### src/verilog/ad9361_pkg.sv
// shared sizing and payload types; precision fixed at 12 bits, adc samples are signed 12-bit

package ad9361_pkg;

  ////////////////////
  // sizing
  ////////////////////

  // width of one converter sample
  localparam int adc_bits = 12;

  // bits kept per packed sample
  localparam int precision = 12;

  // arithmetic right shift applied to each sample before packing
  localparam int reduce_bits = adc_bits - precision;

  // samples carried by one formatter
  localparam int slots_per_half = 4;

  // full tdata width, two halves of four slots each
  localparam int beat_bits = 2 * slots_per_half * precision;

  // beats per burst unless the top level overrides it
  localparam int default_burst_length = 16;

  ////////////////////
  // payload types
  ////////////////////

  // raw input of one stream, i in the low bits
  typedef struct packed {
    logic signed [adc_bits-1:0] q;
    logic signed [adc_bits-1:0] i;
  } iq_sample_t;

  // one formatter's output, slot 0 in the low bits
  typedef struct packed {
    logic [slots_per_half-1:0][precision-1:0] slot;
  } half_beat_t;

  // tdata content, port a normally in the lower half
  typedef struct packed {
    half_beat_t upper;
    half_beat_t lower;
  } beat_t;

endpackage

### src/verilog/ad9361_dual_axis.sv
// dual-channel ad9361 receive to axi-stream, two cycles valid to tvalid, single clock only

`timescale 1ns/100ps

module ad9361_dual_axis #(
  parameter int burst_length = ad9361_pkg::default_burst_length
) (
  input  logic                   m_axis_clk,
  input  logic                   reset,

  // four receive streams, each with its own strobe
  input  logic                   valid_0,
  input  ad9361_pkg::iq_sample_t iq_0,
  input  logic                   valid_1,
  input  ad9361_pkg::iq_sample_t iq_1,
  input  logic                   valid_2,
  input  ad9361_pkg::iq_sample_t iq_2,
  input  logic                   valid_3,
  input  ad9361_pkg::iq_sample_t iq_3,

  // static slot order select
  input  logic                   reverse,

  // axi-stream master
  input  logic                   m_axis_tready,
  output logic                   m_axis_tvalid,
  output ad9361_pkg::beat_t      m_axis_tdata,
  output logic                   m_axis_tlast,

  output logic                   overrun
);

  ad9361_pkg::half_beat_t half_a;
  ad9361_pkg::half_beat_t half_b;
  logic                   frame_a;
  logic                   frame_b;

  ////////////////////
  // formatters
  ////////////////////

  // port a, streams 0 and 1
  iq_pair_formatter port_a (
    .m_axis_clk (m_axis_clk),
    .reset      (reset),
    .valid_lo   (valid_0),
    .iq_lo      (iq_0),
    .valid_hi   (valid_1),
    .iq_hi      (iq_1),
    .reverse    (reverse),
    .half       (half_a),
    .frame      (frame_a)
  );

  // port b, streams 2 and 3
  iq_pair_formatter port_b (
    .m_axis_clk (m_axis_clk),
    .reset      (reset),
    .valid_lo   (valid_2),
    .iq_lo      (iq_2),
    .valid_hi   (valid_3),
    .iq_hi      (iq_3),
    .reverse    (reverse),
    .half       (half_b),
    .frame      (frame_b)
  );

  ////////////////////
  // framer
  ////////////////////

  axis_burst_framer #(
    .burst_length (burst_length)
  ) framer (
    .m_axis_clk    (m_axis_clk),
    .reset         (reset),
    .half_a        (half_a),
    .half_b        (half_b),
    .frame_a       (frame_a),
    .frame_b       (frame_b),
    .reverse       (reverse),
    .m_axis_tready (m_axis_tready),
    .m_axis_tvalid (m_axis_tvalid),
    .m_axis_tdata  (m_axis_tdata),
    .m_axis_tlast  (m_axis_tlast),
    .overrun       (overrun)
  );

endmodule

### src/verilog/axis_burst_framer.sv
// single clock, no handshake toward the formatters; frames arriving during a stall are lost

`timescale 1ns/100ps

module axis_burst_framer #(
  parameter int burst_length = ad9361_pkg::default_burst_length
) (
  input  logic                   m_axis_clk,
  input  logic                   reset,

  // half-beats and strobes from the two formatters
  input  ad9361_pkg::half_beat_t half_a,
  input  ad9361_pkg::half_beat_t half_b,
  input  logic                   frame_a,
  input  logic                   frame_b,

  // swaps the halves together with the per-port slot reversal
  input  logic                   reverse,

  // axi-stream master
  input  logic                   m_axis_tready,
  output logic                   m_axis_tvalid,
  output ad9361_pkg::beat_t      m_axis_tdata,
  output logic                   m_axis_tlast,

  // sticky, cleared only by reset
  output logic                   overrun
);

  // one bit minimum so a burst of one still builds
  localparam int count_bits = (burst_length > 1) ? $clog2(burst_length) : 1;
  localparam logic [count_bits-1:0] last_count = count_bits'(burst_length - 1);

  logic frame_any;
  logic stalled;
  logic transfer;
  logic load;
  logic drop;
  logic end_burst;

  logic [ad9361_pkg::beat_bits-1:0] merged;
  logic [count_bits-1:0]            beat_count;

  ////////////////////
  // flow control
  ////////////////////

  // either port strobing starts a frame, the other half is reused
  assign frame_any = frame_a | frame_b;

  assign stalled  = m_axis_tvalid & ~m_axis_tready;
  assign transfer = m_axis_tvalid & m_axis_tready;

  // a held beat blocks the load, the new frame is dropped
  assign load = frame_any & ~stalled;
  assign drop = frame_any & stalled;

  ////////////////////
  // beat assembly
  ////////////////////

  // port a low unless reversed
  assign merged = reverse ? {half_a, half_b} : {half_b, half_a};

  always_ff @(posedge m_axis_clk) begin
    if (load) begin
      m_axis_tdata <= ad9361_pkg::beat_t'(merged);
    end
  end

  // tvalid drops after a transfer unless a new beat loads in that cycle
  always_ff @(posedge m_axis_clk) begin
    if (reset) begin
      m_axis_tvalid <= 1'b0;
    end else if (load) begin
      m_axis_tvalid <= 1'b1;
    end else if (transfer) begin
      m_axis_tvalid <= 1'b0;
    end
  end

  always_ff @(posedge m_axis_clk) begin
    if (reset) begin
      overrun <= 1'b0;
    end else if (drop) begin
      overrun <= 1'b1;
    end
  end

  ////////////////////
  // burst count
  ////////////////////

  assign end_burst = (beat_count == last_count);

  // advance only on a transfer, wrap after the last beat
  always_ff @(posedge m_axis_clk) begin
    if (reset) begin
      beat_count <= '0;
    end else if (transfer) begin
      if (end_burst) begin
        beat_count <= '0;
      end else begin
        beat_count <= beat_count + 1'b1;
      end
    end
  end

  assign m_axis_tlast = m_axis_tvalid & end_burst;

endmodule

### src/verilog/iq_pair_formatter.sv
// one port of two i/q streams; reverse must stay static while frames are in flight

`timescale 1ns/100ps

module iq_pair_formatter (
  input  logic                   m_axis_clk,
  input  logic                   reset,

  // stream pair from one transceiver port
  input  logic                   valid_lo,
  input  ad9361_pkg::iq_sample_t iq_lo,
  input  logic                   valid_hi,
  input  ad9361_pkg::iq_sample_t iq_hi,

  // slot order select
  input  logic                   reverse,

  // registered half-beat and its one-cycle strobe
  output ad9361_pkg::half_beat_t half,
  output logic                   frame
);

  logic any_valid;

  // samples in natural slot order before truncation
  logic signed [ad9361_pkg::adc_bits-1:0] shifted [ad9361_pkg::slots_per_half];

  // reduced samples, natural order and final order
  logic [ad9361_pkg::slots_per_half-1:0][ad9361_pkg::precision-1:0] natural;
  logic [ad9361_pkg::slots_per_half-1:0][ad9361_pkg::precision-1:0] ordered;

  assign any_valid = valid_lo | valid_hi;

  ////////////////////
  // precision
  ////////////////////

  // sign is kept by the arithmetic shift
  always_comb begin
    shifted[0] = iq_lo.i >>> ad9361_pkg::reduce_bits;
    shifted[1] = iq_lo.q >>> ad9361_pkg::reduce_bits;
    shifted[2] = iq_hi.i >>> ad9361_pkg::reduce_bits;
    shifted[3] = iq_hi.q >>> ad9361_pkg::reduce_bits;
  end

  ////////////////////
  // slot order
  ////////////////////

  always_comb begin
    for (int k = 0; k < ad9361_pkg::slots_per_half; k++) begin
      natural[k] = shifted[k][ad9361_pkg::precision-1:0];
    end
    // reverse mirrors the four slots of this half
    for (int k = 0; k < ad9361_pkg::slots_per_half; k++) begin
      if (reverse) begin
        ordered[k] = natural[ad9361_pkg::slots_per_half-1-k];
      end else begin
        ordered[k] = natural[k];
      end
    end
  end

  ////////////////////
  // output registers
  ////////////////////

  // strobe follows any valid by one cycle
  always_ff @(posedge m_axis_clk) begin
    if (reset) begin
      frame <= 1'b0;
    end else begin
      frame <= any_valid;
    end
  end

  // half holds between strobes so a silent port keeps its last samples
  always_ff @(posedge m_axis_clk) begin
    if (any_valid) begin
      half.slot <= ordered;
    end
  end

endmodule
### config.mk
export PLATFORM = sky130hd
export DESIGN_NAME = ad9361_dual_axis
export DESIGN_NICKNAME = d
export VERILOG_FILES = /design/src/verilog/ad9361_pkg.sv /design/src/verilog/ad9361_dual_axis.sv /design/src/verilog/axis_burst_framer.sv /design/src/verilog/iq_pair_formatter.sv
export SDC_FILE = /design/constraint.sdc
export NUM_CORES = 1
export LEC_CHECK = 0
export ABC_AREA = 1
export BUFFER_PORTS_ARGS = -buffer_cell sky130_fd_sc_hd__buf_4
export CORE_AREA = 4 4 134 136
export CTS_CLUSTER_SIZE = 30
export DETAILED_ROUTE_END_ITERATION = 8
export DIE_AREA = 0 0 138 140
export MAX_ROUTING_LAYER = met4
export PLACE_DENSITY = 0.79
export SYNTH_ARGS = -nofsm -noshare
export SYNTH_HDL_FRONTEND = slang
export SYNTH_SLANG_ARGS = --single-unit
export TNS_END_PERCENT = 50
### constraint.sdc
create_clock -name m_axis_clk -period 6.1 [get_ports m_axis_clk]
set_clock_uncertainty 0.1 [all_clocks]
set_input_delay 0.305 -clock m_axis_clk [delete_from_list [all_inputs] [get_ports m_axis_clk]]
set_output_delay 0.305 -clock m_axis_clk [all_outputs]
set_load 0.03 [all_outputs]
Yosys cells after proc, flatten, opt, wreduce, memory -nomap -nowiden
Cells that the tools add are included.
- bitwise logic cells: 10
- multiplexer cells: 12
- add/sub/neg operators: 1
- equal/unequal tests: 1
- reduce and logical (&&, ||, !) cells: 1
- operators by type and width (kind ; number):
    $mux 12 ; 8
    $mux 96 ; 1
    $and 1x1->1 ; 5
    $add 4x1->4 const B ; 1
    $eq 4x4->1 const B ; 1
    $mux 4 ; 1
    $or 1x1->1 ; 3
    $mux 1 ; 2
    $not 1->1 ; 2
    $reduce_bool 2->1 ; 1
- output and inout port bits: 99
- register bits: 200
- logic and storage cells: 46
- bits of input ports: 104

Longest topological paths before layout
Gate-level depths: netlist (run 1).
- depth in word-level cells: 5
- mapped depth: 5
- depth with buffers taken out: 5

Hierarchy
Synthesis (run 1) repeated with hierarchy kept, for this count alone.
- cell total of the unflattened synthesis: 813
- area, all modules: 8476.9 um^2
- modules (own cells, without submodules) (module ; times used ; cells an instance ; area an instance (um^2) ; sequential area each (um^2)):
    axis_burst_framer ; 1 ; 399 ; 4322.9 ; 3002.9
    iq_pair_formatter ; 2 ; 207 ; 2077.0 ; 1461.4

Least setup slack after synthesis (run 1)
Ideal clock, no wire load.
- path type: register -> register
- start point: register framer.m_axis_tvalid
- end point: register framer.m_axis_tdata[0] (netlist name)
- buffers on the path: 0
- stages on the path, launching flop included: 4
- required time: 5446 ps
- setup time: 554 ps
- period minus slack after synthesis: 5294 ps
- slack: 806 ps
- arrival: 4640 ps
- path through: dfxtp_1 inv_1 nor2_1 nor2_1
- longest elaborated chain between the ends: 3
- ends and longest elaborated chain (item ; line ; source):
    start, declared ; axis_burst_framer.sv:22 ; output logic m_axis_tvalid,
    start signal, assigned ; axis_burst_framer.sv:74 ; m_axis_tvalid <= 1'b0;
    start signal, assigned ; axis_burst_framer.sv:76 ; m_axis_tvalid <= 1'b1;
    start signal, assigned ; axis_burst_framer.sv:78 ; m_axis_tvalid <= 1'b0;
    $and 1x1->1 ; axis_burst_framer.sv:51 ; assign stalled = m_axis_tvalid & ~m_axis_tready;
    $not 1->1 ; axis_burst_framer.sv:55 ; assign load = frame_any & ~stalled;
    $and 1x1->1 ; axis_burst_framer.sv:55 ;
    named net framer.load ; axis_burst_framer.sv:37 ; logic load;
The timed path passes the listed nets, and every way through them passes these cells.
A chain may end at the register's enable or synchronous reset.

Worst setup path after layout (run 1)
- start point: register framer.m_axis_tvalid
- end point: register framer.m_axis_tdata[49] (netlist name)
- longest elaborated chain between the ends: 3
- ends and longest elaborated chain (item ; line):
    $and 1x1->1 ; axis_burst_framer.sv:51
    $not 1->1 ; axis_burst_framer.sv:55
    $and 1x1->1 ; axis_burst_framer.sv:55
    named net framer.load ; axis_burst_framer.sv:37
The timed path passes the listed nets, and every way through them passes these cells.

==> flow_summary.ini, run 1 <==
[run_status]
outcome = completed

[drt]
drt_wl_total_mm = 16.5
detail-route-antenna-nets = 0
num_vias = 5796
via_per_inst = 4.87
dr.pass1.iters = 4
post_drt_wl_per_cell_um = 13.9
drc = 0
drt_iter0_markers = 374

[clock_network]
cts_resized = 0
cts-buffers-inserted = 17
hold_buffers = 1
clk_pin_slew_ps = 70
cts.path.max_buffers = 2
cts_tree = yes
clock-sinks = 200
h-tree-depth = 4
root_buffer = clkbuf_16
post_cts_buffers = 0
clock_latency_ps = 420

[run]
maxCapViolCount = 0

[synthesis]
synth-xor-area-share_pct = 0
synth_compound_area_share_pct = 13.3
syn_inst = 767
netlist_area_sq_mm = 0.00895
synthMuxAreaShare_pct = 0
avgSynthCellArea_sq_um = 11.7
yosysUniqueCellTypes = 19
synthAdderAreaFrac_pct = 0.140
synth_top_family_by_area = compound AO/OA/AOI/OAI gates
synth_seq_cells = 200
syn_nets = 872
ys_seq_area_share_pct = 66.2
synthSimpleGateAreaFrac_pct = 10.2
synth_warnings = 0

[timing]
slew_headroom_pct = 25.0
worst_pin_slew_ps = 1120
layout_min_cycle_time_ps = 2260
fin_tns_setup_ps = 0
timing.fmax_mhz = 443
hold_viol = 0
final.period_utilization_pct = 37.0
setup_viol = 0
drv_slew = 0
grt_setup_unrepaired = false

[worst_setup_path]
reg2reg_from = framer.m_axis_tvalid$_SDFFE_PP0P_
crit_path_frequent_cell = buf_4
max_stage_delay_ps = 660
arrival_ps = 2210
path_max_fanout = 52
r2r_end = framer.m_axis_tdata[49]$_DFFE_PP_
cpMaxStageDelayCell = buf_4
critPathBufInv = 3
critical_path_depth = 5
r2r_cells = 5
endpoint_kind = flop
r2r_slack_ps = 3840
crit_required_ps = 6050
timing.critical_path.max_delay_family = buffers and inverters
path_class = flop to flop
path_cells = inv_1, nor2_1, nor2_4, buf_4, buf_4
start_kind = flop

[power_and_ir_drop]
p_leak_nw = 4.56
switching_power_mw = 0.912
power_density_mw_per_mm2 = 311
vdd_ir_drop_max_mv = 0.204
pwr-share-clk_pct = 31.1
combPwrFrac_pct = 17.0
p_int_mw = 2.47
swShare_pct = 26.9
power_frac_seq_pct = 51.9

[hold_path]
hp-start = iq_0[6]
hp-class = input port to flop
whs_path_depth = 3
holdPathEnd = port_a.half[42]$_DFFE_PP_

[grt]
overflow = 0
grt_pass1_wl_mm = 26.2
antenna_found_initial = 0
first_global_vias = 5492
grt_max_degree = 197
globalRouteTotalUtil_pct = 17.7

[die]
ioPinCount = 203
design.core.area_sq_mm = 0.0169
start_util_pct = 52.9
die_h_um = 140
die_w_um = 138
dieArea_sq_mm = 0.0193
rows = 48

[final_layout]
post-route-util_pct = 64.2
fin_nets = 1056
stdcell_area_sq_mm = 0.0109
diodes = 0
drive_gt1_share_pct = 34.2
syn_to_final_growth_pct = 21.5
fillers = 1305
multi_input_comb_area_sq_mm = 0.00213
ff_latch_area_sq_mm = 0.00593

[placed_design]
dpl_cell_area_sq_mm = 0.0103
dp_hpwl_mm = 11.2
place.gp.congestion = 0.794
port_buffers = 202
power groups by stage:
| stage | Clock, mW | Sequential (mW) | Combinational, mW |
|---|---|---|---|
| 2_1_floorplan | 0 | 1.94 | 0.226 |
| 3_3_place_gp | 0 | 1.79 | 0.565 |
| 3_5_place_dp | 0 | 1.79 | 0.582 |
| 4_1_cts | 1.07 | 1.76 | 0.583 |
| 5_1_grt | 1.14 | 1.77 | 0.626 |
| 6_report | 1.05 | 1.76 | 0.576 |
worst max path at each step:
stage                                                 start                                end  slack, ps
after global placement                              reverse  framer.m_axis_tdata[20]$_DFFE_PP_       3730
final                     framer.m_axis_tvalid$_SDFFE_PP0P_  framer.m_axis_tdata[49]$_DFFE_PP_       3840
after detailed placement                            reverse   framer.m_axis_tdata[3]$_DFFE_PP_       3610
after floorplan           framer.m_axis_tvalid$_SDFFE_PP0P_   framer.m_axis_tdata[0]$_DFFE_PP_        810
after CTS                 framer.m_axis_tvalid$_SDFFE_PP0P_   framer.m_axis_tdata[3]$_DFFE_PP_       3820
after global routing      framer.m_axis_tvalid$_SDFFE_PP0P_  framer.m_axis_tdata[49]$_DFFE_PP_       3680
cell families after synthesis:
family                     count (synthesis)
AOI/OAI and AO/OA                        200
adders and majority gates                  1
buffers and inverters                    150
DFF                                      200
and+or+nand+nor                          216
cells in the final DEF (no fill, tap or decap), types with 3 or more instances in the layout:
| cell | Yosys | routed |
|---|---|---|
| a21oi_2 | 42 | 42 |
| clkbuf_16 | 0 | 17 |
| inv_6 | 0 | 4 |
| clkinv_2 | 0 | 3 |
| dfxtp_1 | 8 | 8 |
| nor2_1 | 66 | 65 |
| buf_4 | 6 | 205 |
| a21oi_1 | 58 | 58 |
| o21ai_2 | 8 | 8 |
| o21ai_1 | 40 | 40 |
| nand2_1 | 105 | 103 |
| o21ai_0 | 51 | 51 |
| edfxtp_1 | 192 | 192 |
| inv_1 | 107 | 107 |
| nand3_1 | 4 | 4 |
| nor2_2 | 40 | 40 |
| clkinvlp_4 | 0 | 3 |
worst reg2reg max path, stage by stage, from the launching register on:
cell and delay (ps):
dfxtp_1 350, inv_1 80, nor2_1 80, nor2_4 90, buf_4 470, buf_4 680
cells in the mapped netlist:
cell	n	area (sq um)
nand2_1	105	394
nor2_1	66	248
ha_1	1	12.5
nor3_1	1	5.00
o21bai_1	1	7.51
a21oi_2	42	368
o21ai_1	40	200
o21ai_0	51	255
nor2_2	40	250
dfxtp_1	8	160
edfxtp_1	192	5770
inv_1	107	402
a21oi_1	58	290
buf_6	22	248
buf_12	9	180
o21ai_2	8	70.1
buf_4	6	45.0
buf_2	6	30.0
nand3_1	4	20.0
sequential cells by signal (all words and copies together), names as in the netlist:
| name | count |
|---|---|
| framer.overrun | 1 |
| framer.m_axis_tdata | 96 |
| port_a.frame | 1 |
| framer.m_axis_tvalid | 1 |
| port_b.frame | 1 |
| port_a.half | 48 |
| framer.beat_count | 4 |
| port_b.half | 48 |
per-layer routing:
metal / routed length [um] / track usage (%) / vias to the layer above / part of all wire (%)
li1: - / - / 2953 / -
met1: 6780 / 21.5 / 2622 / 41
met2: 8350 / 29.2 / 199 / 51
met3: 1060 / 4.20 / 22 / 6.4
met4: 294 / 6.40 / 0 / 1.8
met5: 0 / - / - / 0
area by class of cell:
cell class,instances,share of cell area [%]
Clock inverter,14,1.14
Clock buffer,18,3.94
Multi-Input combinational cell,417,19.6
Tap cell,225,2.59
Inverter,107,3.69
Sequential cell,200,54.5
Timing Repair Buffer,208,14.6
stage by stage:
step                      cells  setup WS, ps  hold slack (ps)  power, mW
after floorplan             767           806              274       2.17
after CTS                  1189          3820             49.5       3.42
after global routing       1189          3680             59.6       3.54
after global placement     1156          3730              336       2.35
after detailed placement   1156          3610              346       2.37
final                      1189          3840             64.3       3.39
Power figures use the tool's default switching activity.
==> inputs of run 2 (changes only) <==
--- a/config.mk
+++ b/config.mk
@@ -5,14 +5,14 @@
 export SDC_FILE = /design/constraint.sdc
 export NUM_CORES = 1
 export LEC_CHECK = 0
-export ABC_AREA = 1
+export ABC_AREA = 0
 export BUFFER_PORTS_ARGS = -buffer_cell sky130_fd_sc_hd__buf_4
-export CORE_AREA = 4 4 134 136
+export CORE_AREA = 4 4 139 141
 export CTS_CLUSTER_SIZE = 30
 export DETAILED_ROUTE_END_ITERATION = 8
-export DIE_AREA = 0 0 138 140
+export DIE_AREA = 0 0 143 145
 export MAX_ROUTING_LAYER = met4
-export PLACE_DENSITY = 0.79
+export PLACE_DENSITY = 0.74
 export SYNTH_ARGS = -nofsm -noshare
 export SYNTH_HDL_FRONTEND = slang
 export SYNTH_SLANG_ARGS = --single-unit
==> constraint.sdc (replaced) <==
create_clock -name m_axis_clk -period 1.9 [get_ports m_axis_clk]
set_clock_uncertainty 0.1 [all_clocks]
set_input_delay 0.095 -clock m_axis_clk [delete_from_list [all_inputs] [get_ports m_axis_clk]]
set_output_delay 0.095 -clock m_axis_clk [all_outputs]
set_load 0.03 [all_outputs]
==> flow_summary.ini, run 2 <==
[run_status]
outcome = completed

[drt]
drc = 0
wl_met1_mm = 7.66
post_drt_wl_per_cell_um = 18.0
drt_iter0_markers = 231
wl_met2_mm = 9.65
detail-route-antenna-nets = 0
dr.pass1.iters = 4
wl_met3_mm = 1.27
via_per_inst = 5.08
highest_layer = met4
drt_wl_total_mm = 18.8
num_vias = 5305

[clock_network]
h-tree-depth = 4
cts_tree = yes
cts.path.max_buffers = 2
cts-buffers-inserted = 17
clock-sinks = 200
post_cts_buffers = 0
clk_pin_slew_ps = 70
root_buffer = clkbuf_16
clock_latency_ps = 420

[die]
design.core.area_sq_mm = 0.0180
start_util_pct = 47.3
dieArea_sq_mm = 0.0207
ioPinCount = 203
rows = 49
die_h_um = 145
die_w_um = 143

[synthesis]
yosysTopAreaCellShare_pct = 67.9
avgSynthCellArea_sq_um = 19.2
netlist_area_sq_mm = 0.00849
synth_ff_type = edfxtp_1
synthArstFlopShare_pct = 0
synthTopCellsByCount = edfxtp_1, mux2_2, buf_6
synth_warnings = 0
synth_top_area_cell = edfxtp_1
synth_edf_count = 192
syn_inst = 443
syn_nets = 548
yosys-top-cells-area = edfxtp_1, mux2_2, buf_6
yosysUniqueCellTypes = 21
synth_seq_cells = 200
ys_seq_area_share_pct = 69.8

[final_layout]
reg.largest.list = framer.m_axis_tdata x96, port_a.half x48, port_b.half x48
largest_reg_flops = 96
final_cell_count_no_fill = 1044
layout_commonest_cell = buf_4
fin_nets = 907
drive_gt1_share_pct = 54.2
syn_to_final_growth_pct = 44.9
final_cell_mix = buf_4, mux2_2, edfxtp_1
diodes = 0
regMostFlops = framer.m_axis_tdata
fillers = 1172

[timing]
setup_viol = 0
timing.fmax_mhz = 590
layout_min_cycle_time_ps = 1700
drv_slew = 0
worst_pin_slew_ps = 440
fin_tns_setup_ps = 0
grt_setup_unrepaired = false
hold_viol = 0
timing.hold.ws_ps = 251
setup_ws_ps = 204
slew_headroom_pct = 70.7
final.period_utilization_pct = 89.3

[placed_design]
place.gp.congestion = 0.725
dp_hpwl_mm = 11.7
placed_cells = 862
port_buffers = 202
pre_cts_slack_ps = 418

[worst_setup_path]
reg2reg_from = framer.beat_count[0]$_SDFFE_PP0P_
critPathLaunch = framer.beat_count[0]$_SDFFE_PP0P_
start_kind = flop
endpoint_kind = output port
crit_required_ps = 1700
path_class = flop to output port
arrival_ps = 1500
path_max_fanout = 5

[grt]
antenna_found_initial = 0
grt_max_degree = 81
globalRouteTotalUtil_pct = 18.6
first_global_vias = 5816
grt_pass1_wl_mm = 29.3
overflow = 0

[hold_path]
hp-start = reverse
hp-class = input port to flop

[power_and_ir_drop]
power_density_mw_per_mm2 = 930
switching_power_mw = 2.91
power_frac_seq_pct = 49.7
p_int_mw = 8.53
p_total_mw = 11.4
vdd_ir_drop_max_mv = 0.583
combPwrFrac_pct = 19.0
p_leak_nw = 4.74
swShare_pct = 25.4
pwr-share-clk_pct = 31.3

[run]
maxCapViolCount = 0
run 2: cell type report:
cell class,count,area (sq um),share of cell area [%]
clock buffer,17,425,3.46
clock inverter,15,165,1.34
inverter,1,3.75,0.0305
multi-input combinational,221,2340,19.0
sequential,200,5930,48.2
tap,229,287,2.33
timing repair buffer,361,3150,25.6
run 2: worst paths after layout:
| check | slack [ps] | cells past startpoint | endpoint |
|---|---|---|---|
| setup / recovery | 200 | 3 | m_axis_tlast |
| hold / removal | 250 | 3 | port_a.half[23]$_DFFE_PP_ |
| setup reg to reg | 330 | 4 | framer.beat_count[1]$_SDFFE_PP0P_ |
| hold reg to reg | 390 | 2 | framer.overrun$_SDFFE_PP0P_ |
run 2: timing repair:
item / in CTS / in global routing
gates resized for setup: 0 / 0
hold buffers: 150 / 0
endpoints found under the hold margin: 108 / 0
run 2: stage by stage:
stage               instance area, sq um  util, %
floorplan                           8500        -
global placement                   10200     56.8
detailed placement                 10200     56.8
CTS                                12300     68.5
global route                       12300     68.5
finish                             12300     68.5
run 2: metal layers:
| layer | global-route usage [%] | up-vias |
|---|---|---|
| li1 | - | 2470 |
| met1 | 22.3 | 2621 |
| met2 | 31.6 | 193 |
| met3 | 4.44 | 21 |
| met4 | 4.94 | 0 |
| met5 | - | - |
run 2: kinds of logic (layout without fill, tap and decap cells):
family	count (synthesis)	count (layout)	share of synthesized area, %
mux	192	192	25.5
fa+ha+maj	1	1	0.147
buf+inv	22	394	2.75
flops	200	200	69.8
xor+xnor	1	1	0.103
compound gates	8	8	0.530
simple gates	19	19	1.24
run 2: critical path, cell delays in order, from the launching register on:
cell     delay [ps]
dfxtp_1         400
ha_1            250
and4_2          260
buf_4           160
run 2: power by group through the flow:
| stage | logic [mW] | registers, mW | clock network (mW) |
|---|---|---|---|
| 2_1_floorplan | 0.634 | 6.24 | 0 |
| 3_3_place_gp | 1.83 | 5.75 | 0 |
| 3_5_place_dp | 1.88 | 5.78 | 0 |
| 4_1_cts | 2.17 | 5.69 | 3.66 |
| 5_1_grt | 2.30 | 5.74 | 3.86 |
| 6_report | 2.17 | 5.69 | 3.58 |
